<file path="src/hdl/rv_pkg.sv">
package rv_pkg;

    localparam int XLEN       = 32;  // Data and address width
    localparam int REG_ADDR_W = 5;   // 32 architectural registers

    // Values are the raw 7-bit opcode field so decode can cast directly
    typedef enum logic [6:0] {
        opc_illegal = 7'b0000000,
        opc_load    = 7'b0000011,
        opc_op_imm  = 7'b0010011,
        opc_auipc   = 7'b0010111,
        opc_store   = 7'b0100011,
        opc_op      = 7'b0110011,
        opc_lui     = 7'b0110111,
        opc_branch  = 7'b1100011,
        opc_jalr    = 7'b1100111,
        opc_jal     = 7'b1101111
    } opcode_e;

    // Immediate formats
    typedef enum logic [2:0] {
        fmt_r,
        fmt_i,
        fmt_s,
        fmt_b,
        fmt_u,
        fmt_j,
        fmt_none
    } inst_fmt_e;

    typedef enum logic [3:0] {
        alu_add,
        alu_sub,
        alu_sll,
        alu_slt,
        alu_sltu,
        alu_xor,
        alu_srl,
        alu_sra,
        alu_or,
        alu_and
    } alu_op_e;

    // Decoded instruction fields
    typedef struct packed {
        opcode_e                op;
        logic [2:0]             funct3;
        logic                   alt;     // funct7 bit 5
        logic [REG_ADDR_W-1:0]  rd;
        logic [REG_ADDR_W-1:0]  rs1;
        logic [REG_ADDR_W-1:0]  rs2;
        logic [XLEN-1:0]        imm;
    } decoded_t;

    // One retired instruction
    typedef struct packed {
        logic [XLEN-1:0]        pc;
        logic [XLEN-1:0]        next_pc;
        logic                   rd_we;
        logic [REG_ADDR_W-1:0]  rd;
        logic [XLEN-1:0]        rd_data;
    } retire_t;

endpackage

</file>
<file path="src/hdl/decode_unit.sv">
`timescale 1ns/1ps

module decode_unit (
    input  logic [rv_pkg::XLEN-1:0] inst,
    output rv_pkg::decoded_t        dec
);

    rv_pkg::opcode_e         op;
    rv_pkg::inst_fmt_e       fmt;
    logic [rv_pkg::XLEN-1:0] imm;

    // Opcode classification, unknown encodings become illegal
    always_comb begin
        case (inst[6:0])
            rv_pkg::opc_load,
            rv_pkg::opc_op_imm,
            rv_pkg::opc_auipc,
            rv_pkg::opc_store,
            rv_pkg::opc_op,
            rv_pkg::opc_lui,
            rv_pkg::opc_branch,
            rv_pkg::opc_jalr,
            rv_pkg::opc_jal: op = rv_pkg::opcode_e'(inst[6:0]);
            default:         op = rv_pkg::opc_illegal;
        endcase
    end

    // Immediate format follows from the opcode
    always_comb begin
        case (op)
            rv_pkg::opc_op:     fmt = rv_pkg::fmt_r;
            rv_pkg::opc_op_imm,
            rv_pkg::opc_load,
            rv_pkg::opc_jalr:   fmt = rv_pkg::fmt_i;
            rv_pkg::opc_store:  fmt = rv_pkg::fmt_s;
            rv_pkg::opc_branch: fmt = rv_pkg::fmt_b;
            rv_pkg::opc_lui,
            rv_pkg::opc_auipc:  fmt = rv_pkg::fmt_u;
            rv_pkg::opc_jal:    fmt = rv_pkg::fmt_j;
            default:            fmt = rv_pkg::fmt_none;
        endcase
    end

    always_comb begin
        case (fmt)
            rv_pkg::fmt_i: imm = {{20{inst[31]}}, inst[31:20]};
            rv_pkg::fmt_s: imm = {{20{inst[31]}}, inst[31:25], inst[11:7]};
            rv_pkg::fmt_b: begin
                // Offset in half words, bit 0 always zero
                imm = {{19{inst[31]}}, inst[31], inst[7], inst[30:25], inst[11:8], 1'b0};
            end
            rv_pkg::fmt_u: imm = {inst[31:12], 12'b0};
            rv_pkg::fmt_j: begin
                imm = {{11{inst[31]}}, inst[31], inst[19:12], inst[20], inst[30:21], 1'b0};
            end
            default:       imm = '0;  // R type and illegal
        endcase
    end

    always_comb begin
        dec.op     = op;
        dec.funct3 = inst[14:12];
        dec.alt    = inst[30];
        dec.rd     = inst[11:7];
        dec.rs1    = inst[19:15];
        dec.rs2    = inst[24:20];
        dec.imm    = imm;
    end

endmodule

</file>
<file path="config.mk">
export PLATFORM = sky130hd
export DESIGN_NAME = decode_unit
export DESIGN_NICKNAME = d
export VERILOG_FILES = /design/src/hdl/rv_pkg.sv /design/src/hdl/decode_unit.sv
export SDC_FILE = /design/constraint.sdc
export NUM_CORES = 1
export LEC_CHECK = 0
export BUFFER_PORTS_ARGS = -buffer_cell sky130_fd_sc_hd__buf_2
export CAP_MARGIN = 20
export CORE_MARGIN = 2
export CORE_UTILIZATION = 40
export DETAILED_ROUTE_END_ITERATION = 16
export PLACE_DENSITY = 0.84
export SYNTH_ARGS = -nofsm -noshare
export SYNTH_HDL_FRONTEND = slang
export SYNTH_SLANG_ARGS = --single-unit
</file>
<file path="constraint.sdc">
create_clock -name vclk -period 4.6
set_input_delay 0.92 -clock vclk [all_inputs]
set_output_delay 0.92 -clock vclk [all_outputs]
set_load 0.1 [all_outputs]
</file>
== After elaboration in Yosys (flattened, before gate mapping) ==
Index checks and enable logic that the tools add are counted.
Widths: inputs -> output; s select.
Word-level totals
  output and inout port bits: 58
  bits of input ports: 32
  word-level logic and storage cells: 29
  flip-flop bits (word level): 0
Operators by class
  mux-type cells: 3
  eq/ne operators: 23
  reduce and logical (&&, ||, !) cells: 3
Operators with widths (number)
  $pmux 32 s5: 1
  $eq 7x6->1 const B: 6
  $eq 7x7->1 const B: 6
  $eq 7x5->1 const B: 4
  $pmux 3 s6: 1
  $eq 7x2->1 const B: 2
  $reduce_or 9->1: 1
  $mux 7: 1
  $eq 3x2->1 const B: 2
  $eq 3x3->1 const B: 2
  $eq 3x1->1 const B: 1
  $reduce_or 3->1: 1
  $reduce_or 2->1: 1

== Longest topological paths before layout ==
  depth in word-level cells: 8
  depth in mapped cells: 10
  gate-level depth less buffers: 7

== Worst setup path after synthesis ==
Ideal clock, no wire load.
  kind: input port to output port
  start: input port inst[3] (netlist bit)
  end: output port dec[24] (netlist bit)
  cell stages on the path: 8
  data required time: 3.680 ns
  path buffers: 1
  path slack: -1.214 ns
  arrival time: 4.894 ns
  path through: buf_2 > nand3b_2 > or3_1 > ha_1 > inv_1 > nor4_4 > nor3_4 > o31ai_1
RTL lines
  start, declared: line decode_unit.sv:4  | input logic [rv_pkg::XLEN-1:0] inst,
  end, declared: line decode_unit.sv:5  | output rv_pkg::decoded_t dec

==> impl_metrics.tcl <==
set metrics [dict create \
    synth_compound_area_share_pct 35.29 \
    timing.max_cap.violations 0 \
    status "finished clean" \
    gate_count_post_synth 140 \
    worst_path_largest_cell_delay_ns 0.80 \
    total_leakage_power_nw 0.7779 \
    critical_path.endpoint_type "output port" \
    ys_top_cells_by_count "21 x buf_4, 19 x nand2_1, 11 x inv_1" \
    postCtsSetupRepairBufs 0 \
    final_min_period_over_clock_period_pct 97.64 \
    report.final.hold_viol_count 0 \
    route.detailed.vias_per_inst 5.661 \
    synth_top_family_by_area "simple AND/OR/NAND/NOR gates" \
    fp.dieW_um 54.09 \
    nFlopsAndLatches 0 \
    drive_above_1_share_pct 61.08 \
    syn-mean-instance-area_um2 7.168 \
    total_power_mw 0.1522 \
    ir_drop_v 0.00007022 \
    detailed_place_hpwl_um 3225 \
    layout_min_cycle_time_ns 4.491 \
    path_max_fanout 18 \
    min-delay-path-class "in2out" \
    yosysWarnings 0 \
    synth.top_cell.area_share_pct 15.71 \
    placedCellCount 233 \
    register_area_um2 0 \
    design.core.area_mm2 0.002432 \
    netlist-cell-type-count 46 \
    via_count 1319 \
    synth_largest_area_cell "buf_4" \
    timing.critical_path.from_type "input pin" \
    yosysSeqAreaShare_pct 0 \
    vias_in_the_first_global_route 1134 \
    place.port_buffers 90 \
    globalRouteTotalUtil_pct 23.81 \
    worst_path_max_delay_cell "nor3_4" \
    cp.arrival_ns 3.57 \
    cts-resized-gates 0 \
    antenna_found_initial 0 \
    crit_chain "buf_2, nand2b_1, or3_1, ha_1, inv_1, nor4_4, nor3_4, nor3b_2, buf_12" \
    timing.final.max_slew_violations 0 \
    timing.hold.ws_ns 2.225 \
    grt_max_degree 21 \
    die_height_um 54.09 \
    syn_nets 173 \
    detail_route.drc_violations 0 \
    power-per-cell-area_mw_per_mm2 83.43 \
    route.detailed.wl_per_inst_um 16.37 \
    combined_buffer_and_inverter_count_along_the_critical_path 3 \
    areaGrowthSynthToFinish_pct 81.80 \
    worst_path_dominant_cell_family "simple AND/OR/NAND/NOR gates" \
    holdBufCountCts 0 \
    final_net_count 238 \
    yosys.area_share.simple_pct 37.03 \
    final.setup.tns_ns 0 \
    final-setup-viol-count 0 \
    post_synth_fa_ha_maj_area_fraction_pct 1.247 \
    floorplan.die_area_mm2 0.002925 \
    grt_pass1_wl_um 5244 \
    floorplan.initialDensity_pct 41.26 \
    maxSlewHeadroom_pct 35.34 \
    finish.cell_count_without_fillers 233 \
    fmax_mhz 222.6 \
    initialDrtViolationCount 32 \
    boundaryPins 90 \
    placement_rows 18 \
    final_critical_path_setup_slack_ns 0.1085 \
    n_antenna_cell 0 \
    antenna_violating_nets_post_route 0 \
    dr.pass1.iters 4 \
    layout.clock_buffers 0 \
    worst-setup-path-type "in2out" \
    synth.area.top_cells "buf_4 16%, nor3b_2 7.5%, nand2_1 7.1%" \
    pin_slew_with_the_least_headroom_to_its_limit_ns 0.9667 \
    routabilityCongestion 0.8645 \
    muxShareOfSynthArea_pct 0.9975 \
    globalRoute.totalOverflow 0 \
    synth.most_common_cell "buf_4" \
    dp_slack_ns 0.1714 \
    synth_xor_xnor_area_share_pct 0.8728 \
    syn-cell-area_mm2 0.001003 \
    critical_path_required_ns 3.68 \
    routed_wl_um 3814 \
]
[final cells by class]
cell class                 instances  area [um^2]
timing repair buffer              92        915.9
multi-input combinational        100        829.5
fill                             168        608.1
inverter                          11        41.29
tap                               30        37.54
[kinds of logic after synthesis]
family          Yosys count
compound gates           44
xor+xnor                  1
fa+ha+maj                 1
buf+inv                  40
mux                       1
simple gates             53
[worst paths after layout]
check,start,end,depth (start not counted)
setup / recovery,inst[4],dec[8],9
hold / removal,inst[18],dec[40],2
[through the flow]
stage | utilization [%] | area (um^2)
final | 75.00 | 1824
after CTS | 74.74 | 1818
after detailed placement | 74.74 | 1818
after global routing | 75.00 | 1824
after floorplan | - | 1070
after global placement | 74.74 | 1818
[power breakdown]
part           switching (mW)  internal, mW  total (mW)
clock                       0             0           0
combinational           0.122        0.0303       0.152
sequential                  0             0           0
total                   0.122        0.0303       0.152
[layout by cell type, fill, tap and decap left out, drive strengths merged, types with 3 or more instances in the layout]
cell type,count
o31ai,12
o21ai,4
a21oi,4
a22o,4
inv,11
o22ai,8
nand2b,3
nor3,3
and2,4
nor3b,6
nor4,4
buf,92
nand2,19
[layer usage]
metal	track usage, %	wire length (um)
met2	49.59	2134
met1	26.19	1349
met4	4.583	118
met3	0.5556	211
met5	0	0
Note: power is estimated with default switching activity, not from simulation.
