--- config.mk ---
export PLATFORM = sky130hd
export DESIGN_NAME = reg_file
export DESIGN_NICKNAME = d
export VERILOG_FILES = /design/src/hdl/rv_pkg.sv /design/src/hdl/reg_file.sv
export SDC_FILE = /design/constraint.sdc
export NUM_CORES = 2
export LEC_CHECK = 0
export ABC_AREA = 0
export BUFFER_PORTS_ARGS = -buffer_cell sky130_fd_sc_hd__buf_2
export CAP_MARGIN = 20
export CELL_PAD_IN_SITES_DETAIL_PLACEMENT = 0
export CELL_PAD_IN_SITES_GLOBAL_PLACEMENT = 1
export CORE_MARGIN = 1
export CORE_UTILIZATION = 54
export DETAILED_ROUTE_END_ITERATION = 7
export GPL_TIMING_DRIVEN = 0
export PLACE_DENSITY_LB_ADDON = 0.1
export SYNTH_ARGS = -nofsm -noshare
export SYNTH_HDL_FRONTEND = slang
export SYNTH_SLANG_ARGS = --single-unit
--- constraint.sdc ---
create_clock -name clk -period 2.65 [get_ports clk]
set_input_delay 0.1325 -clock clk [delete_from_list [all_inputs] [get_ports clk]]
set_output_delay 0.1325 -clock clk [all_outputs]
set_load 0.01 [all_outputs]
--- src/hdl/rv_pkg.sv ---
package rv_pkg;

    localparam int XLEN       = 32;  // Data and address width
    localparam int REG_ADDR_W = 5;   // 32 architectural registers

    // Values are the raw 7-bit opcode field so decode can cast directly
    typedef enum logic [6:0] {
        opc_illegal = 7'b0000000,
        opc_load    = 7'b0000011,
        opc_op_imm  = 7'b0010011,
        opc_auipc   = 7'b0010111,
        opc_store   = 7'b0100011,
        opc_op      = 7'b0110011,
        opc_lui     = 7'b0110111,
        opc_branch  = 7'b1100011,
        opc_jalr    = 7'b1100111,
        opc_jal     = 7'b1101111
    } opcode_e;

    // Immediate formats
    typedef enum logic [2:0] {
        fmt_r,
        fmt_i,
        fmt_s,
        fmt_b,
        fmt_u,
        fmt_j,
        fmt_none
    } inst_fmt_e;

    typedef enum logic [3:0] {
        alu_add,
        alu_sub,
        alu_sll,
        alu_slt,
        alu_sltu,
        alu_xor,
        alu_srl,
        alu_sra,
        alu_or,
        alu_and
    } alu_op_e;

    // Decoded instruction fields
    typedef struct packed {
        opcode_e                op;
        logic [2:0]             funct3;
        logic                   alt;     // funct7 bit 5
        logic [REG_ADDR_W-1:0]  rd;
        logic [REG_ADDR_W-1:0]  rs1;
        logic [REG_ADDR_W-1:0]  rs2;
        logic [XLEN-1:0]        imm;
    } decoded_t;

    // One retired instruction
    typedef struct packed {
        logic [XLEN-1:0]        pc;
        logic [XLEN-1:0]        next_pc;
        logic                   rd_we;
        logic [REG_ADDR_W-1:0]  rd;
        logic [XLEN-1:0]        rd_data;
    } retire_t;

endpackage

--- src/hdl/reg_file.sv ---
`timescale 1ns/1ps

module reg_file (
    input  logic                          clk,
    input  logic                          reset,
    input  logic [rv_pkg::REG_ADDR_W-1:0] rs1,
    input  logic [rv_pkg::REG_ADDR_W-1:0] rs2,
    output logic [rv_pkg::XLEN-1:0]       rs1_data,
    output logic [rv_pkg::XLEN-1:0]       rs2_data,
    input  logic                          rd_we,
    input  logic [rv_pkg::REG_ADDR_W-1:0] rd,
    input  logic [rv_pkg::XLEN-1:0]       rd_data
);

    logic [rv_pkg::XLEN-1:0] regs [32];

    always_ff @(posedge clk) begin
        if (reset) begin
            for (int i = 0; i < 32; i++) begin
                regs[i] <= '0;
            end
        end else if (rd_we && rd != '0) begin  // x0 stays zero
            regs[rd] <= rd_data;
        end
    end

    // Combinational read ports
    assign rs1_data = (rs1 == '0) ? '0 : regs[rs1];
    assign rs2_data = (rs2 == '0) ? '0 : regs[rs2];

endmodule

Yosys cells after proc, flatten, opt, wreduce, memory -nomap -nowiden
Memory sizes are Yosys's and may differ from the RTL's.
Cells that the tools add are included.
{ "totals": {"regBits": 0, "mem_bits_rw": 1024, "memories": 1, "wordCells": 16, "in_bits": 50} }
{ "classes": {"n_reduce_logical": 5, "mux": 10} }
{ "memory_table": {"columns": ["memory", "words", "word_bits", "rd", "rd_clocked_by_memory_dff", "write_ports", "line_no", "rtl"], "rows": [
  ["regs", 32, 32, 2, 0, 32, "reg_file.sv:15", "logic [rv_pkg::XLEN-1:0] regs [32];"]
]} }
{ "op_table": {"columns": ["cell", "count"], "rows": [
  ["$mux 32", 3],
  ["$reduce_or 32->1", 1],
  ["$logic_not 5->1", 2],
  ["$mux 1", 6],
  ["$mux 5", 1],
  ["$reduce_bool 5->1", 1],
  ["$logic_and 1x1->1", 1]
]} }

Logic depth before layout (Yosys ltp)
{ "depth": {"ltp_word": 7, "ltp_mapped": 9, "depth_no_buf": 4} }

Least setup slack after synthesis
OpenSTA, ideal clock, no wires.
{ "synth_timing": {"path_kind": "input port to flip-flop", "from": "in rd[1] (netlist bit)", "to": "mem regs[12][0] (netlist bit), enable pin", "arrival_time_ps": 1679, "stages": 4, "path_buffers": 1, "required_time_ps": 2275, "setup_time_ps": 375, "slack_ps": 597, "path_cell_list": "or4b_2 clkbuf_1 nor2_1 or2_2"} }
{ "synth_rtl": {"columns": ["element", "line_no", "rtl"], "rows": [
  ["from (decl)", "reg_file.sv:11", "input logic [rv_pkg::REG_ADDR_W-1:0] rd,"],
  ["to (decl)", "reg_file.sv:15", null]
]} }

==> impl_metrics.toml <==
[sta]
period_needed_ns = 2.870
post-route-period-util = 1.083
fmax_mhz = 348.5
slew_headroom = 0.1799
worst_slack_ns = -0.2197
rsz0062_at_grt = "true"
hold_viol_final = 0
worst_slew_pin_slew_ns = 1.230
setup_viol = 85
slew_violations = 0
hold_slack_ns = 0.2923

[synth]
synthAdderAreaFrac = 0
postSynthAreaPerCell_sq_um = 15.49
synth_top_family_by_area = "multiplexers"
yosys.area_share.simple = 0.1333
ys_warn_count = 0
synth.cell_area_sq_um = 54250
synth-compound-area-share = 0.03651
synth.distinct_cells = 42
ys_seq_area_frac = 0.5668
syn_inst = 3502
synth-seq-cells = 1024
synth_xor_area_frac = 0
muxShareOfSynthArea = 0.2298

[critical_path]
critical_path_class = "flip-flop to primary output"
path_cells = "mux4_2 > a22o_4 > a2111oi_4 > nor3_4 > buf_2"
max_stage_delay_ns = 0.51
critPathMaxFanout = 2
endpoint_kind = "primary output"
cpMaxStageDelayCell = "mux4_2"
cp.arrival_ns = 2.74
cp_data_required_time_ns = 2.52
startpoint_type = "flip-flop"

[placed_design]
hpwl_microns = 149500
numPortBuffers = 107
place_ws_ns = -1.737
place_congestion = 0.9713

[grt]
grt_max_degree = 33
first_global_vias = 37153
grt_pass1_wl_microns = 289900
grt_util_all_layers = 0.4207
antenna_found_initial = 4
gr-total-overflow = 0

[detailed_routing]
wirelength_microns = 214800
vias_per_cell = 7.146
drt-pass1-iter-count = 5
final_antenna_net_count = 0
drt-initial-drc-count = 6154
drcViolationCount = 0
num_vias = 37415
routedWlPerCell_microns = 41.02

[power]
p_leak_nw = 22.10
ir_worst_vdd_uv = 483.4
power.density_nw_per_um2 = 650.4

[clock_tree]
root_buffer = "clkbuf_16"
cts_buffers = 111
h-tree-depth = 3
clkTransAtPathRegs_ns = 0.06
cts_tree = "done"
clock_sinks = 1024
clockBufferDepth = 3

[finish]
nets = 3898
multiInputGateArea_sq_um = 23820
syn2layout_area_growth_pct = 17.71
drive_gt1_frac = 0.3133
fill_cells = 7092
largest-register = "regs"
reg_top3 = "regs x1024"
final_cell_mix = "edfxtp_1, and2_1, mux4_2"
final_common_cell = "edfxtp_1"
seq_area_sq_um = 30750
largest_reg_flops = 1024

[hold_path]
hp-start = "rd[4]"
worstHoldPathCells = 4
hold_path_class = "input port to flip-flop"
min_to = "regs[28][0]"

[floorplanning]
start_util = 0.5480
ios = 114
die_area_sq_um = 101700
die_x_microns = 319.0
row_count = 115
core_sq_um = 98990
die_y_microns = 319.0

[job]
max_cap_violations = 0

[outcome]
status = "finished, violations left"
violations = "negative setup slack"
==> critical path, delay by kind of cell (launching register included) <==
family	cells	cell delay, ns
and+or+nand+nor	1	0.14
AOI/OAI and AO/OA	2	0.79
DFF	1	0.40
buffers and inverters	1	0.18
muxes	1	0.51
==> power by group <==
group	leakage [nW]	switching, W	total (W)	internal [W]
Clock	1.83	0.00674	0.0163	0.00956
Sequential	9.75	0.000510	0.0192	0.0187
Combinational	10.5	0.00358	0.00600	0.00242
Total	22.1	0.0108	0.0415	0.0307
==> area by class of cell <==
type	count	share of cell area
Multi-Input combinational cell	2120	0.3730
Clock buffer	130	0.04561
Inverter	2	0.0001176
Clock inverter	74	0.01291
Tap cell	1287	0.02521
Buffer	382	0.03291
Sequential cell	1024	0.4815
Timing Repair Buffer	207	0.02837
Antenna cell	10	0.0003918
==> synthesized netlist by cell type (all sizes together) <==
cell / number / area (sq um)
a211oi: 7 / 52.55
or3: 2 / 12.51
nand2b: 5 / 31.28
clkbuf: 271 / 1017
nand4bb: 2 / 22.52
a22o: 51 / 446.7
nand2: 7 / 26.28
nor2b: 14 / 87.58
a221o: 2 / 20.02
o22ai: 103 / 644.4
nand3b: 5 / 37.54
and3: 3 / 18.77
a2111oi: 55 / 533.0
nand4b: 1 / 8.760
mux4: 472 / 10630
a22oi: 16 / 120.1
o21ai: 4 / 20.02
nor2: 36 / 135.1
o221ai: 1 / 8.760
and2: 995 / 6225
or3b: 4 / 35.03
edfxtp: 1024 / 30750
or4b: 1 / 10.01
mux2: 30 / 337.8
nand3: 5 / 25.02
nor4: 6 / 37.54
mux2i: 150 / 1501
conb: 1 / 3.750
buf: 116 / 793.3
or2: 33 / 206.5
and4b: 1 / 10.01
nor4b: 3 / 32.53
nor3: 54 / 270.3
a221oi: 4 / 35.03
a21oi: 12 / 60.06
inv: 2 / 7.510
a32o: 4 / 40.04
==> through the flow <==
step                power (W)  cells  setup TNS [ns]    util  cell area, sq um
floorplan             0.02223   3533               0       -             54370
global placement      0.02438   4927         -416.87  0.5709             56520
detailed placement    0.02463   4960         -254.43  0.5772             57140
CTS                   0.04104   5211          -6.744  0.6370             63060
global route          0.04210   5229          -5.434  0.6449             63850
finish                0.04154   5236          -6.179  0.6451             63860
==> layer usage <==
metal  up-vias  global-route usage  share of wire
met3       649              0.1154           0.13
li1      14324                   -              -
met5         -                   0        0.00070
met4         2              0.2725          0.073
met2      3217              0.6287           0.45
met1     19223              0.5447           0.35
==> kinds of logic (layout without fill, tap and decap cells) <==
group / Yosys count / after routing
AND/OR/NAND/NOR: 1177 / 1177
flip-flops: 1024 / 1024
multiplexers: 652 / 652
buffers and inverters: 389 / 795
AO/OA/AOI/OAI: 259 / 259
other: 1 / 42
==> worst max path at each step <==
stage | startpoint | endpoint | slack, ns | depth (start not counted)
floorplan | rd[1] | regs[12][0] | 0.60 | 4
global placement | rs2[2] | rs2_data[27] | -1.77 | 9
detailed placement | rs2[2] | rs2_data[20] | -1.74 | 9
CTS | regs[31][14] | rs2_data[14] | -0.24 | 5
global route | regs[22][15] | rs1_data[15] | -0.16 | 5
finish | regs[30][18] | rs2_data[18] | -0.22 | 5
==> what timing repair did <==
| item | CTS | global route |
|---|---|---|
| resized for setup | 360 | 114 |
| pin swaps | 58 | 40 |
| endpoints found under the setup margin | 64 | 61 |
| endpoints found under the hold margin | 32 | 0 |
| hold buffers | 32 | 0 |
| buffers inserted | 19 | 10 |
Power figures use the tool's default switching activity.
