`src/hdl/rv_pkg.sv`:
```
package rv_pkg;

    localparam int XLEN       = 32;  // Data and address width
    localparam int REG_ADDR_W = 5;   // 32 architectural registers

    // Values are the raw 7-bit opcode field so decode can cast directly
    typedef enum logic [6:0] {
        opc_illegal = 7'b0000000,
        opc_load    = 7'b0000011,
        opc_op_imm  = 7'b0010011,
        opc_auipc   = 7'b0010111,
        opc_store   = 7'b0100011,
        opc_op      = 7'b0110011,
        opc_lui     = 7'b0110111,
        opc_branch  = 7'b1100011,
        opc_jalr    = 7'b1100111,
        opc_jal     = 7'b1101111
    } opcode_e;

    // Immediate formats
    typedef enum logic [2:0] {
        fmt_r,
        fmt_i,
        fmt_s,
        fmt_b,
        fmt_u,
        fmt_j,
        fmt_none
    } inst_fmt_e;

    typedef enum logic [3:0] {
        alu_add,
        alu_sub,
        alu_sll,
        alu_slt,
        alu_sltu,
        alu_xor,
        alu_srl,
        alu_sra,
        alu_or,
        alu_and
    } alu_op_e;

    // Decoded instruction fields
    typedef struct packed {
        opcode_e                op;
        logic [2:0]             funct3;
        logic                   alt;     // funct7 bit 5
        logic [REG_ADDR_W-1:0]  rd;
        logic [REG_ADDR_W-1:0]  rs1;
        logic [REG_ADDR_W-1:0]  rs2;
        logic [XLEN-1:0]        imm;
    } decoded_t;

    // One retired instruction
    typedef struct packed {
        logic [XLEN-1:0]        pc;
        logic [XLEN-1:0]        next_pc;
        logic                   rd_we;
        logic [REG_ADDR_W-1:0]  rd;
        logic [XLEN-1:0]        rd_data;
    } retire_t;

endpackage

```
`src/hdl/fetch_unit.sv`:
```
`timescale 1ns/1ps

module fetch_unit #(
    parameter logic [rv_pkg::XLEN-1:0] RESET_PC = '0
) (
    input  logic                    clk,
    input  logic                    reset,
    input  logic                    jump_en,
    input  logic [rv_pkg::XLEN-1:0] jump_target,
    output logic [rv_pkg::XLEN-1:0] pc,
    output logic [rv_pkg::XLEN-1:0] snpc
);

    logic [rv_pkg::XLEN-1:0] dnpc;  // Next pc after this instruction

    assign snpc = pc + rv_pkg::XLEN'(4);
    assign dnpc = jump_en ? jump_target : snpc;

    always_ff @(posedge clk) begin
        if (reset) begin
            pc <= RESET_PC;
        end else begin
            pc <= dnpc;
        end
    end

    // Jump targets come from execute, so misalignment would show up here
    pc_word_aligned: assert property (
        @(posedge clk) disable iff (reset) pc[1:0] == 2'b00
    ) else $error("pc %h is not word aligned", pc);

endmodule

```
`config.mk`:
```
export PLATFORM = sky130hd
export DESIGN_NAME = fetch_unit
export DESIGN_NICKNAME = d
export VERILOG_FILES = /design/src/hdl/rv_pkg.sv /design/src/hdl/fetch_unit.sv
export SDC_FILE = /design/constraint.sdc
export NUM_CORES = 1
export LEC_CHECK = 0
export ABC_AREA = 1
export BUFFER_PORTS_ARGS = -buffer_cell sky130_fd_sc_hd__buf_2
export CORE_MARGIN = 2
export CORE_UTILIZATION = 47
export CTS_CLUSTER_SIZE = 28
export DETAILED_ROUTE_END_ITERATION = 12
export PLACE_DENSITY = 0.8
export SETUP_SLACK_MARGIN = 0.05
export SYNTH_ARGS = -nofsm -noshare
export SYNTH_HDL_FRONTEND = slang
export SYNTH_SLANG_ARGS = --single-unit
```
`constraint.sdc`:
```
create_clock -name clk -period 1.8 [get_ports clk]
set_input_delay 0.36 -clock clk [delete_from_list [all_inputs] [get_ports clk]]
set_output_delay 0.36 -clock clk [all_outputs]
set_load 0.1 [all_outputs]
```
==> reports/results.ini, run 1 <==
[outcome]
status = stopped before the end
lastStage = 5_1_grt
tool.error = [ERROR DPL-0038] Utilization greater than 100%, impossible to legalize

[placement]
dp_slack_ns = -0.1651
hpwlAfterDp_mm = 5.652
place.gp.congestion = 0.9242
io_buffers = 98

[clock_tree]
h-tree-depth = 2
cts.sinks = 32
clock_path_buffers = 2
cts_buffers = 5
ctsHoldBuffers = 0
root_buffer = clkbuf_8

[floorplanning]
start_util = 0.4917
rows = 24
ios = 99
die_h_um = 71.73
die_w_um = 71.73

[timing]
crit_endpoint = snpc[19]
endpoint_type = primary output

[synthesis]
synthAdderAreaFrac = 0.005804
ys_ff_latch = 32
synth_top_cells_by_area = dfxtp_1, nand2_1, nor2_1, inv_1, nand3_1
synthXorXnorAreaFrac = 0.03250
synth_compound_area_frac = 0.06036
syn_area_mm2 = 0.002156
synth.area.mux_share = 0
synth_top_family_by_area = simple AND/OR/NAND/NOR gates
yosysWarnings = 0
yosys.cell_types.count = 23
ys_seq_area_frac = 0.2972
synthArstFlopShare = 0
ys_top_cells_by_count = nand2_1, nor2_1, inv_1
synthCells = 380
syn_avg_cell_area_um2 = 5.673
synthSimpleGateAreaFrac = 0.4788
synth_top_area_frac = 0.2972
yosys.area.top_type = dfxtp_1
syn_nets = 416
synth_most_common_cell = nand2_1
synth_flop_cell = dfxtp_1
synth_edf_count = 0

[global_route]
grt_max_degree = 33

-- metrics by stage --
step	util	instance area [um^2]	std cells
after global placement	0.8607	3774	550
after detailed placement	0.8607	3774	550
after CTS	0.9332	4091	567
after floorplan	-	2633	380
-- kinds of logic after synthesis --
family / Yosys count
simple gates: 245
buf+inv: 69
flops: 32
compound gates: 25
xor+xnor: 8
fa+ha+maj: 1
-- timing repair --
item	CTS
setup buffers	10
setup endpoints to repair	28
gates cloned	0
pin swaps	19
gates resized for setup	40
==> inputs of run 2 (changes only) <==
--- a/config.mk
+++ b/config.mk
@@ -8,11 +8,9 @@
 export ABC_AREA = 1
 export BUFFER_PORTS_ARGS = -buffer_cell sky130_fd_sc_hd__buf_2
 export CORE_MARGIN = 2
-export CORE_UTILIZATION = 47
-export CTS_CLUSTER_SIZE = 28
+export CORE_UTILIZATION = 40
 export DETAILED_ROUTE_END_ITERATION = 12
-export PLACE_DENSITY = 0.8
-export SETUP_SLACK_MARGIN = 0.05
+export PLACE_DENSITY_LB_ADDON = 0.15
 export SYNTH_ARGS = -nofsm -noshare
 export SYNTH_HDL_FRONTEND = slang
 export SYNTH_SLANG_ARGS = --single-unit
==> run 2 against run 1 <==
  * Synthesized area stayed put
  * Synthesized cell count stayed put
  * The flow now finishes, with violations (negative setup slack)
==> reports/results.ini, run 2 <==
[outcome]
status = finished with violations
violations = negative setup slack

[pwr]
swShare = 0.4915
power.switching_mw = 1.389
internal_power_mw = 1.438
p_seq_frac = 0.293
p_comb_frac = 0.511
leakage_nw = 2.080
power.density_mw_per_mm2 = 667.3
clockPowerShare = 0.196
vdd_ir_drop_max_v = 0.0006359

[synthesis]
ys_top_cells_by_count = nand2_1, nor2_1, inv_1
synth_top_area_frac = 0.2972  ; unchanged
synthArstFlopShare = 0  ; unchanged
syn_area_mm2 = 0.002156  ; unchanged
synth_top_family_by_area = simple AND/OR/NAND/NOR gates
syn_avg_cell_area_um2 = 5.673  ; unchanged
synthCells = 380  ; unchanged
synth_top_cells_by_area = dfxtp_1, nand2_1, nor2_1, inv_1, nand3_1
synthXorXnorAreaFrac = 0.03250  ; unchanged
synth_edf_count = 0  ; unchanged
synth.area.mux_share = 0  ; unchanged
synth_flop_cell = dfxtp_1
syn_nets = 416  ; unchanged
synth_most_common_cell = nand2_1
synthSimpleGateAreaFrac = 0.4788  ; unchanged
ys_seq_area_frac = 0.2972  ; unchanged
yosys.cell_types.count = 23  ; unchanged
yosysWarnings = 0  ; unchanged
yosys.area.top_type = dfxtp_1
synthAdderAreaFrac = 0.005804  ; unchanged
ys_ff_latch = 32  ; unchanged
synth_compound_area_frac = 0.06036  ; unchanged

[placement]
post-place-cells = 572  ; +4.0%
hpwlAfterDp_mm = 5.752  ; +1.8%
post_dp_cell_area_mm2 = 0.003826  ; +1.4%
dp_slack_ns = -0.1785  ; -0.01335 ns
place.gp.congestion = 0.9135  ; -1.2%
io_buffers = 98  ; unchanged

[worst_setup_path]
worst-path-max-fanout = 6
start_kind = register
worstSetupStartpoint = pc[2]
reg2reg_from = pc[2]
cp_cell_sequence = buf_4 -> clkinvlp_4 -> nor2_4 -> nand2_4 -> nor2_4 -> nand2_2 -> nand2_4 -> nand2_8 -> buf_12
cp.required_ns = 1.44
cp_slowest_stage_delay_ns = 0.35
slowest_stage = dfxtp_4
r2r_cells = 12
critPathCaptureType = output port
arrival_ns = 1.88
worstSetupPathType = register to output port

[global_route]
grt_first_pass_wirelength_mm = 12.55
grt_overflow = 0
grt_max_degree = 33
grtUsageTotal = 0.2569
grt_pass1_vias = 2819
antenna_found_initial = 0

[floorplanning]
dieArea_mm2 = 0.005993
rows = 26  ; +8.3%
die_h_um = 77.42  ; +7.9%
die_w_um = 77.42  ; +7.9%
core-area_mm2 = 0.005140
start_util = 0.4194  ; -0.07230
ios = 99  ; unchanged

[final_layout]
nNetsFinal = 561
diodes = 0
finalNonFillerCells = 596
final_common_cell = nor2_1
drive_gt1_frac = 0.5190
area_delta_synth_final_pct = 96.52
final_cell_mix = nor2_1, nand2_1, buf_2
top_regs = pc: 32 flops
top_register = pc
final_area_mm2 = 0.004237
largest_register_ffs = 32

[timing]
max_slew.worst_pin.slew_ns = 0.6450
hold_violations = 0
fin_crit_sh = 1.244
whs_ns = 0.3054
setup_viol = 28
slew_violations = 0
skew_ns = 0.004405
maxSlewHeadroom = 0.5700
rsz0062_at_grt = true
fin_ws_ns = -0.4387
fin_crit_ns = 2.239
fmax_mhz = 446.7
setup_tns_ns = -9.754

[route]
drt-initial-drc-count = 120
wl_mm = 8.072
antenna_left = 0
vias = 2875
wl_per_cell_um = 13.54
viasPerCell = 4.824
drc_errors = 0
firstDrtPassIters = 4

[hold_path]
hp-start = jump_target[3]
hold_depth = 3
hold_class = primary input to register

[clock_tree]
worstSkewPairLatency_ns = 0.29
cts.sinks = 32  ; unchanged
cts_buffers = 5  ; unchanged
cts_tree = done
h-tree-depth = 2  ; unchanged
clk_pin_slew_ns = 0.07
root_buffer = clkbuf_8
clock_path_buffers = 2  ; unchanged

[flow_run]
cap_violations = 0

[run 2: cell counts after synthesis]
No cell type changed its count.
[run 2: final timing paths]
kind	end	slack [ns]
max reg2reg	pc[25]	-0.02
max	snpc[25]	-0.44
min	pc[3]	0.31
min reg2reg	pc[0]	0.48
[run 2: per-layer routing]
metal | routed length, um | GRT usage
met5 | 0 | 0
met1 | 3296 | 0.3109
met4 | 197 | 0.08393
met2 | 4026 | 0.4470
met3 | 552 | 0.06163
[run 2: timing repair]
item / in CTS / in global routing
gates cloned: 0 / 0
pin swaps: 5 / 13
gates resized for setup: 17 / 38
hold buffers: 0 / 0
buffers inserted: 4 / 12
endpoints found under the setup margin: 27 / 28
[run 2: power groups by stage]
stage	Combinational [mW]	Clock [mW]	Sequential, mW
after detailed placement	1.40	0	0.837
final	1.44	0.554	0.828
after floorplan	0.647	0	1.21
after global routing	1.50	0.583	0.834
after CTS	1.42	0.563	0.822
after global placement	1.38	0	0.835
[run 2: cell families (layout without fill, tap and decap cells)]
family,count (synthesis),count (layout)
compound gates,25,25
xor+xnor,8,8
fa+ha+maj,1,1
buf+inv,69,215
flops,32,32
simple gates,245,245
[run 2: critical path, delay by kind of cell (launching register included)]
kind / cells / cell delay [ns]
buffers and inverters: 3 / 0.39
DFF: 1 / 0.35
and+or+nand+nor: 6 / 0.84
[run 2: cell type report]
cell class                      count  area, um^2
Sequential cell                    32       678.2
Tap cell                           70       87.58
Clock buffer                        5       68.82
Multi-Input combinational cell    279        1852
Clock inverter                      3       13.76
Fill cell                         321       903.4
Timing Repair Buffer              149        1311
Inverter                           58       225.2
[run 2: per-stage QoR]
step / total power [mW] / util
floorplan: 1.852 / -
global placement: 2.218 / 0.7444
detailed placement: 2.236 / 0.7444
CTS: 2.804 / 0.7778
global route: 2.916 / 0.8242
finish: 2.827 / 0.8242
Note: power is estimated with default switching activity, not from simulation.
==> inputs of run 3 (changes only) <==
--- a/config.mk
+++ b/config.mk
@@ -7,7 +7,6 @@
 export LEC_CHECK = 0
 export ABC_AREA = 1
 export BUFFER_PORTS_ARGS = -buffer_cell sky130_fd_sc_hd__buf_2
-export CORE_MARGIN = 2
 export CORE_UTILIZATION = 40
 export DETAILED_ROUTE_END_ITERATION = 12
 export PLACE_DENSITY_LB_ADDON = 0.15
==> constraint.sdc (replaced) <==
create_clock -name clk -period 2.1 [get_ports clk]
set_input_delay 0.42 -clock clk [delete_from_list [all_inputs] [get_ports clk]]
set_output_delay 0.42 -clock clk [all_outputs]
set_load 0.1 [all_outputs]
==> run 3 against run 2 <==
  * The run still ends with negative setup slack left
  * Clock-buffer cell count rose by 3
  * Sequential power shrank 13%
  * Routed wire length is 3.5% lower
  * Final cell count down 3.7%
  * Clock power is 7.9% lower
  * Clock skew is 0.0031 ns higher
  * Worst setup slack better by 0.33 ns
  * Hold slack gained 0.060 ns
  * Combinational power fell by 17%
  * Sequential share of layout area grew 0.56 points
  * Non-clock buffer count down 22
  * Utilization fell by 0.29 points
==> reports/results.ini, run 3 (same netlist as run 2, synthesis figures left out) <==
[timing]
whs_ns = 0.3658  ; +0.06034 ns
fin_crit_sh = 1.053
fmax_mhz = 452.3
max_slew.worst_pin.slew_ns = 0.6064  ; -0.03864 ns
setup_viol = 19  ; -32%
fin_crit_ns = 2.211
fin_ws_ns = -0.1108  ; +0.3279 ns
maxSlewHeadroom = 0.5957  ; +0.02576
rsz0062_at_grt = true
skew_ns = 0.007462  ; +0.003057 ns
hold_violations = 0  ; unchanged
slew_violations = 0  ; unchanged

[placement]
post_dp_cell_area_mm2 = 0.003613  ; -5.6%
hpwlAfterDp_mm = 5.112  ; -11%
place.gp.congestion = 0.8592  ; -5.9%
post-place-cells = 544  ; -4.9%
io_buffers = 98  ; unchanged

[final_layout]
top_regs = pc: 32 flops
nNetsFinal = 539  ; -3.9%
final_cell_mix = buf_2, nor2_1, nand2_1
final_common_cell = buf_2
post-route-util = 0.8213  ; -0.002921
largest_register_ffs = 32  ; unchanged
diodes = 0  ; unchanged
final_area_mm2 = 0.004222  ; -0.35%
area_delta_synth_final_pct = 95.82
finalNonFillerCells = 574  ; -3.7%
top_register = pc
drive_gt1_frac = 0.5437  ; +0.02464

[global_route]
grt_pass1_vias = 2524  ; -10%
grtUsageTotal = 0.2674  ; +0.01049
grt_overflow = 0  ; unchanged
antenna_found_initial = 0  ; unchanged
grt_first_pass_wirelength_mm = 11.45  ; -8.8%
grt_max_degree = 49  ; +48%

[floorplanning]
ios = 99  ; unchanged
die_w_um = 75.42  ; -2.6%
start_util = 0.4194  ; unchanged
rows = 26  ; unchanged
dieArea_mm2 = 0.005687  ; -5.1%
core-area_mm2 = 0.005140  ; unchanged
die_h_um = 75.42  ; -2.6%

[flow_run]
cap_violations = 0  ; unchanged

[route]
wl_per_cell_um = 13.57  ; +0.21%
vias = 2793  ; -2.9%
drc_errors = 0  ; unchanged
viasPerCell = 4.866  ; +0.87%
wl_mm = 7.790  ; -3.5%
antenna_left = 0  ; unchanged
drt-initial-drc-count = 110  ; -8.3%
firstDrtPassIters = 4  ; unchanged

[pwr]
p_total_mw = 2.435  ; -14%
power.density_mw_per_mm2 = 576.8  ; -14%
vdd_ir_drop_max_v = 0.0004236  ; -33%
leakage_nw = 2.005  ; -3.6%

[outcome]
violations = negative setup slack
status = finished with violations

[clock_tree]
worstSkewPairLatency_ns = 0.30  ; about the same
cts_buffers = 5  ; unchanged
clock_path_buffers = 2  ; unchanged
h-tree-depth = 2  ; unchanged
root_buffer = clkbuf_8
ctsHoldBuffers = 0  ; unchanged
clk_pin_slew_ns = 0.07  ; about the same
cts.sinks = 32  ; unchanged
cts_tree = done

[worst_setup_path]
worstSetupPathType = register to output port
critPathBufInv = 1  ; -2
critPathCaptureType = output port
worst-path-max-fanout = 5  ; -1
slowest_stage = dfxtp_2
start_kind = register
cp_common_cell = nand2_1
cp.required_ns = 1.68  ; +0.24 ns
cp_slowest_stage_delay_ns = 0.40  ; +0.05 ns
cp_cell_sequence = nand2_1 -> nor2_2 -> nand2_1 -> nor2_4 -> nand3_2 -> nand2_8 -> buf_12
crit_family = simple AND/OR/NAND/NOR gates
arrival_ns = 1.79  ; -0.09 ns

[hold_path]
hold_class = primary input to register

run 3: cell types whose count changed in the layout (fill, tap and decap cells not counted), sizes merged:
cell | before | now
buf | 149 | 126
clkbuf | 5 | 9
clkinv | 3 | 0
run 3: final timing paths:
kind,start,end,slack [ns],cells after the start
max,pc[16],snpc[25],-0.11,7
min,jump_target[3],pc[3],0.37,3
max reg2reg,pc[2],pc[27],0.36,12
min reg2reg,pc[0],pc[0],0.48,2
run 3: final cells by class:
class | count | area (um^2)
multi-input combinational | 279 | 1973
clock buffer | 8 | 90.09
sequential | 32 | 699.4
inverter | 58 | 227.7
tap | 70 | 87.58
fill | 328 | 918.4
timing repair buffer | 127 | 1144
run 3: what timing repair did:
item / 4_1_cts / 5_1_grt
endpoints found under the setup margin: 22 / 26
pin swaps: 21 / 26
gates resized for setup: 38 / 56
setup buffers: 12 / 10
run 3: metrics by stage:
step / setup slack, ns / TNS, ns
6_report: -0.1108 / -1.038
3_3_place_gp: 0.1181 / 0
4_1_cts: -0.07585 / -0.5681
2_1_floorplan: -0.5471 / -12.16
5_1_grt: -0.1786 / -2.810
3_5_place_dp: 0.06741 / 0
run 3: layer usage:
metal	vias to the layer above	GRT usage	routed length [um]
met1	1266	0.3155	3109
met4	0	0.07407	248
met2	103	0.4851	3935
met5	-	0	0
met3	29	0.06085	497
li1	1395	-	-
run 3: power by group:
group          internal, mW  switching [mW]  total [mW]
Sequential            0.652          0.0719       0.724
Clock                 0.267           0.242       0.510
Combinational         0.331           0.870        1.20
run 3: worst min-delay path, delay by kind of cell:
family          cells  cell delay [ns]
compound gates      1             0.06
buf+inv             1             0.10
simple gates        1             0.05
==> inputs of run 4 (changes only) <==
--- a/config.mk
+++ b/config.mk
@@ -10,6 +10,7 @@
 export CORE_UTILIZATION = 40
 export DETAILED_ROUTE_END_ITERATION = 12
 export PLACE_DENSITY_LB_ADDON = 0.15
+export RECOVER_POWER = 25
 export SYNTH_ARGS = -nofsm -noshare
 export SYNTH_HDL_FRONTEND = slang
 export SYNTH_SLANG_ARGS = --single-unit
==> run 4 against run 3 <==
  * The run still ends with negative setup slack left
  * Final cell count did not move
  * Cell area about the same
  * Total power hardly changed
  * Critical path type unchanged
  * Largest power group unchanged
  * Highest routed layer unchanged
==> reports/results.ini, run 4 (same netlist as run 2, synthesis figures left out) <==
[global_route]
antenna_found_initial = 0  ; unchanged
grt_overflow = 0  ; unchanged
grt_max_degree = 49  ; unchanged
grtUsageTotal = 0.2674  ; unchanged
grt_pass1_vias = 2524  ; unchanged
grt_first_pass_wirelength_mm = 11.45  ; unchanged

[pwr]
leakage_nw = 2.000  ; -0.24%
power.density_mw_per_mm2 = 576.9  ; about the same
p_total_mw = 2.435  ; about the same
clockPowerShare = 0.209  ; about the same
internal_power_mw = 1.251  ; about the same
vdd_ir_drop_max_v = 0.0004246  ; +0.25%
swShare = 0.4863  ; about the same
p_seq_frac = 0.297  ; about the same
p_comb_frac = 0.493  ; about the same
power.switching_mw = 1.184  ; about the same

[outcome]
violations = negative setup slack
status = finished with violations

[final_layout]
area_delta_synth_final_pct = 95.76  ; about the same
post-route-util = 0.8211  ; about the same
drive_gt1_frac = 0.5417  ; -0.001984
final_cell_mix = nor2_1, buf_2, nand2_1
top_register = pc
nNetsFinal = 539  ; unchanged
largest_register_ffs = 32  ; unchanged
top_regs = pc: 32 flops
final_common_cell = nor2_1
diodes = 0  ; unchanged
num-fill-cells = 329  ; +0.30%

[route]
drt-initial-drc-count = 121  ; +10%
antenna_left = 0  ; unchanged
vias = 2796  ; +0.11%
drc_errors = 0  ; unchanged
wl_per_cell_um = 13.57  ; about the same
firstDrtPassIters = 4  ; unchanged
wl_mm = 7.789  ; about the same
viasPerCell = 4.871  ; +0.11%

[worst_setup_path]
worstSetupPathType = register to output port
cp_slowest_stage_delay_ns = 0.40  ; about the same
critPathCaptureType = output port
slowest_stage = dfxtp_2
worst-path-max-fanout = 5  ; unchanged
cp_cell_sequence = nand2_1 -> nor2_2 -> nand2_1 -> nor2_4 -> nand3_2 -> nand2_8 -> buf_12
cp_common_cell = nand2_1
critPathBufInv = 1  ; unchanged
arrival_ns = 1.79  ; about the same
cp.required_ns = 1.68  ; about the same
start_kind = register
crit_family = simple AND/OR/NAND/NOR gates

[floorplanning]
core-area_mm2 = 0.005140  ; unchanged
ios = 99  ; unchanged
dieArea_mm2 = 0.005687  ; unchanged
start_util = 0.4194  ; unchanged
rows = 26  ; unchanged
die_w_um = 75.42  ; unchanged
die_h_um = 75.42  ; unchanged

[clock_tree]
cts.sinks = 32  ; unchanged
clock_path_buffers = 2  ; unchanged
root_buffer = clkbuf_8
clk_pin_slew_ns = 0.07  ; about the same
cts_tree = done
worstSkewPairLatency_ns = 0.30  ; about the same
ctsHoldBuffers = 0  ; unchanged
cts_buffers = 5  ; unchanged
h-tree-depth = 2  ; unchanged

[placement]
io_buffers = 98  ; unchanged
dp_slack_ns = 0.06741  ; unchanged
hpwlAfterDp_mm = 5.112  ; unchanged
place.gp.congestion = 0.8592  ; unchanged

[timing]
slew_violations = 0  ; unchanged
setup_viol = 19  ; unchanged
fin_ws_ns = -0.1091  ; +0.001718 ns
maxSlewHeadroom = 0.02757  ; -0.5682
hold_violations = 0  ; unchanged
skew_ns = 0.007523  ; +0.00006090 ns
fin_crit_sh = 1.052  ; about the same
whs_ns = 0.3667  ; +0.0009620 ns
max_slew.worst_pin.slew_ns = 1.459  ; +0.8522 ns
fmax_mhz = 452.7  ; about the same
rsz0062_at_grt = true
fin_crit_ns = 2.209  ; -0.001718 ns
setup_tns_ns = -1.006  ; +0.03176 ns

[hold_path]
hold_class = primary input to register

[flow_run]
cap_violations = 0  ; unchanged

==> run 4: cell type report <==
class	instances	area [um^2]	area share
tap	70	87.58	0.02075
clock buffer	8	90.09	0.02135
sequential	32	699.4	0.1657
multi-input combinational	279	1973	0.4675
inverter	58	227.7	0.05396
timing repair buffer	127	1142	0.2707
==> run 4: worst paths after layout <==
kind / from / end / slack (ns) / cells past startpoint
worst max-delay path: pc[16] / snpc[25] / -0.11 / 7
worst max register to register: pc[2] / pc[27] / 0.36 / 12
worst min-delay path: jump_target[3] / pc[3] / 0.37 / 3
worst min register to register: pc[0] / pc[0] / 0.48 / 2
==> run 4: tightest hold or removal path, stage by stage <==
cell	delay (ns)
buf_2	0.10
nand2_1	0.05
a21oi_1	0.06
==> run 4: what timing repair did <==
action | in CTS | in global routing
pin swaps | 21 | 26
setup endpoints to repair | 22 | 26
buffers inserted | 12 | 10
hold endpoints to repair | 0 | 0
gates resized for setup | 38 | 56
==> run 4: layer usage <==
layer	share of wire	track usage	up-vias
met1	0.40	0.3155	1265
met5	0	0	-
met4	0.032	0.07407	0
met2	0.51	0.4851	107
li1	-	-	1395
met3	0.064	0.06085	29
==> run 4: power groups by stage <==
stage	logic, mW	registers (mW)	clock network (mW)
after CTS	1.17	0.719	0.517
after detailed placement	1.14	0.733	0
final	1.20	0.724	0.509
after global routing	1.25	0.731	0.550
after global placement	1.13	0.732	0
after floorplan	0.554	1.03	0
==> run 4: through the flow <==
step / std cells / instance area [um^2]
after global routing: 574 / 4220
after global placement: 544 / 3613
after detailed placement: 544 / 3613
final: 574 / 4220
after CTS: 564 / 3949
after floorplan: 380 / 2633
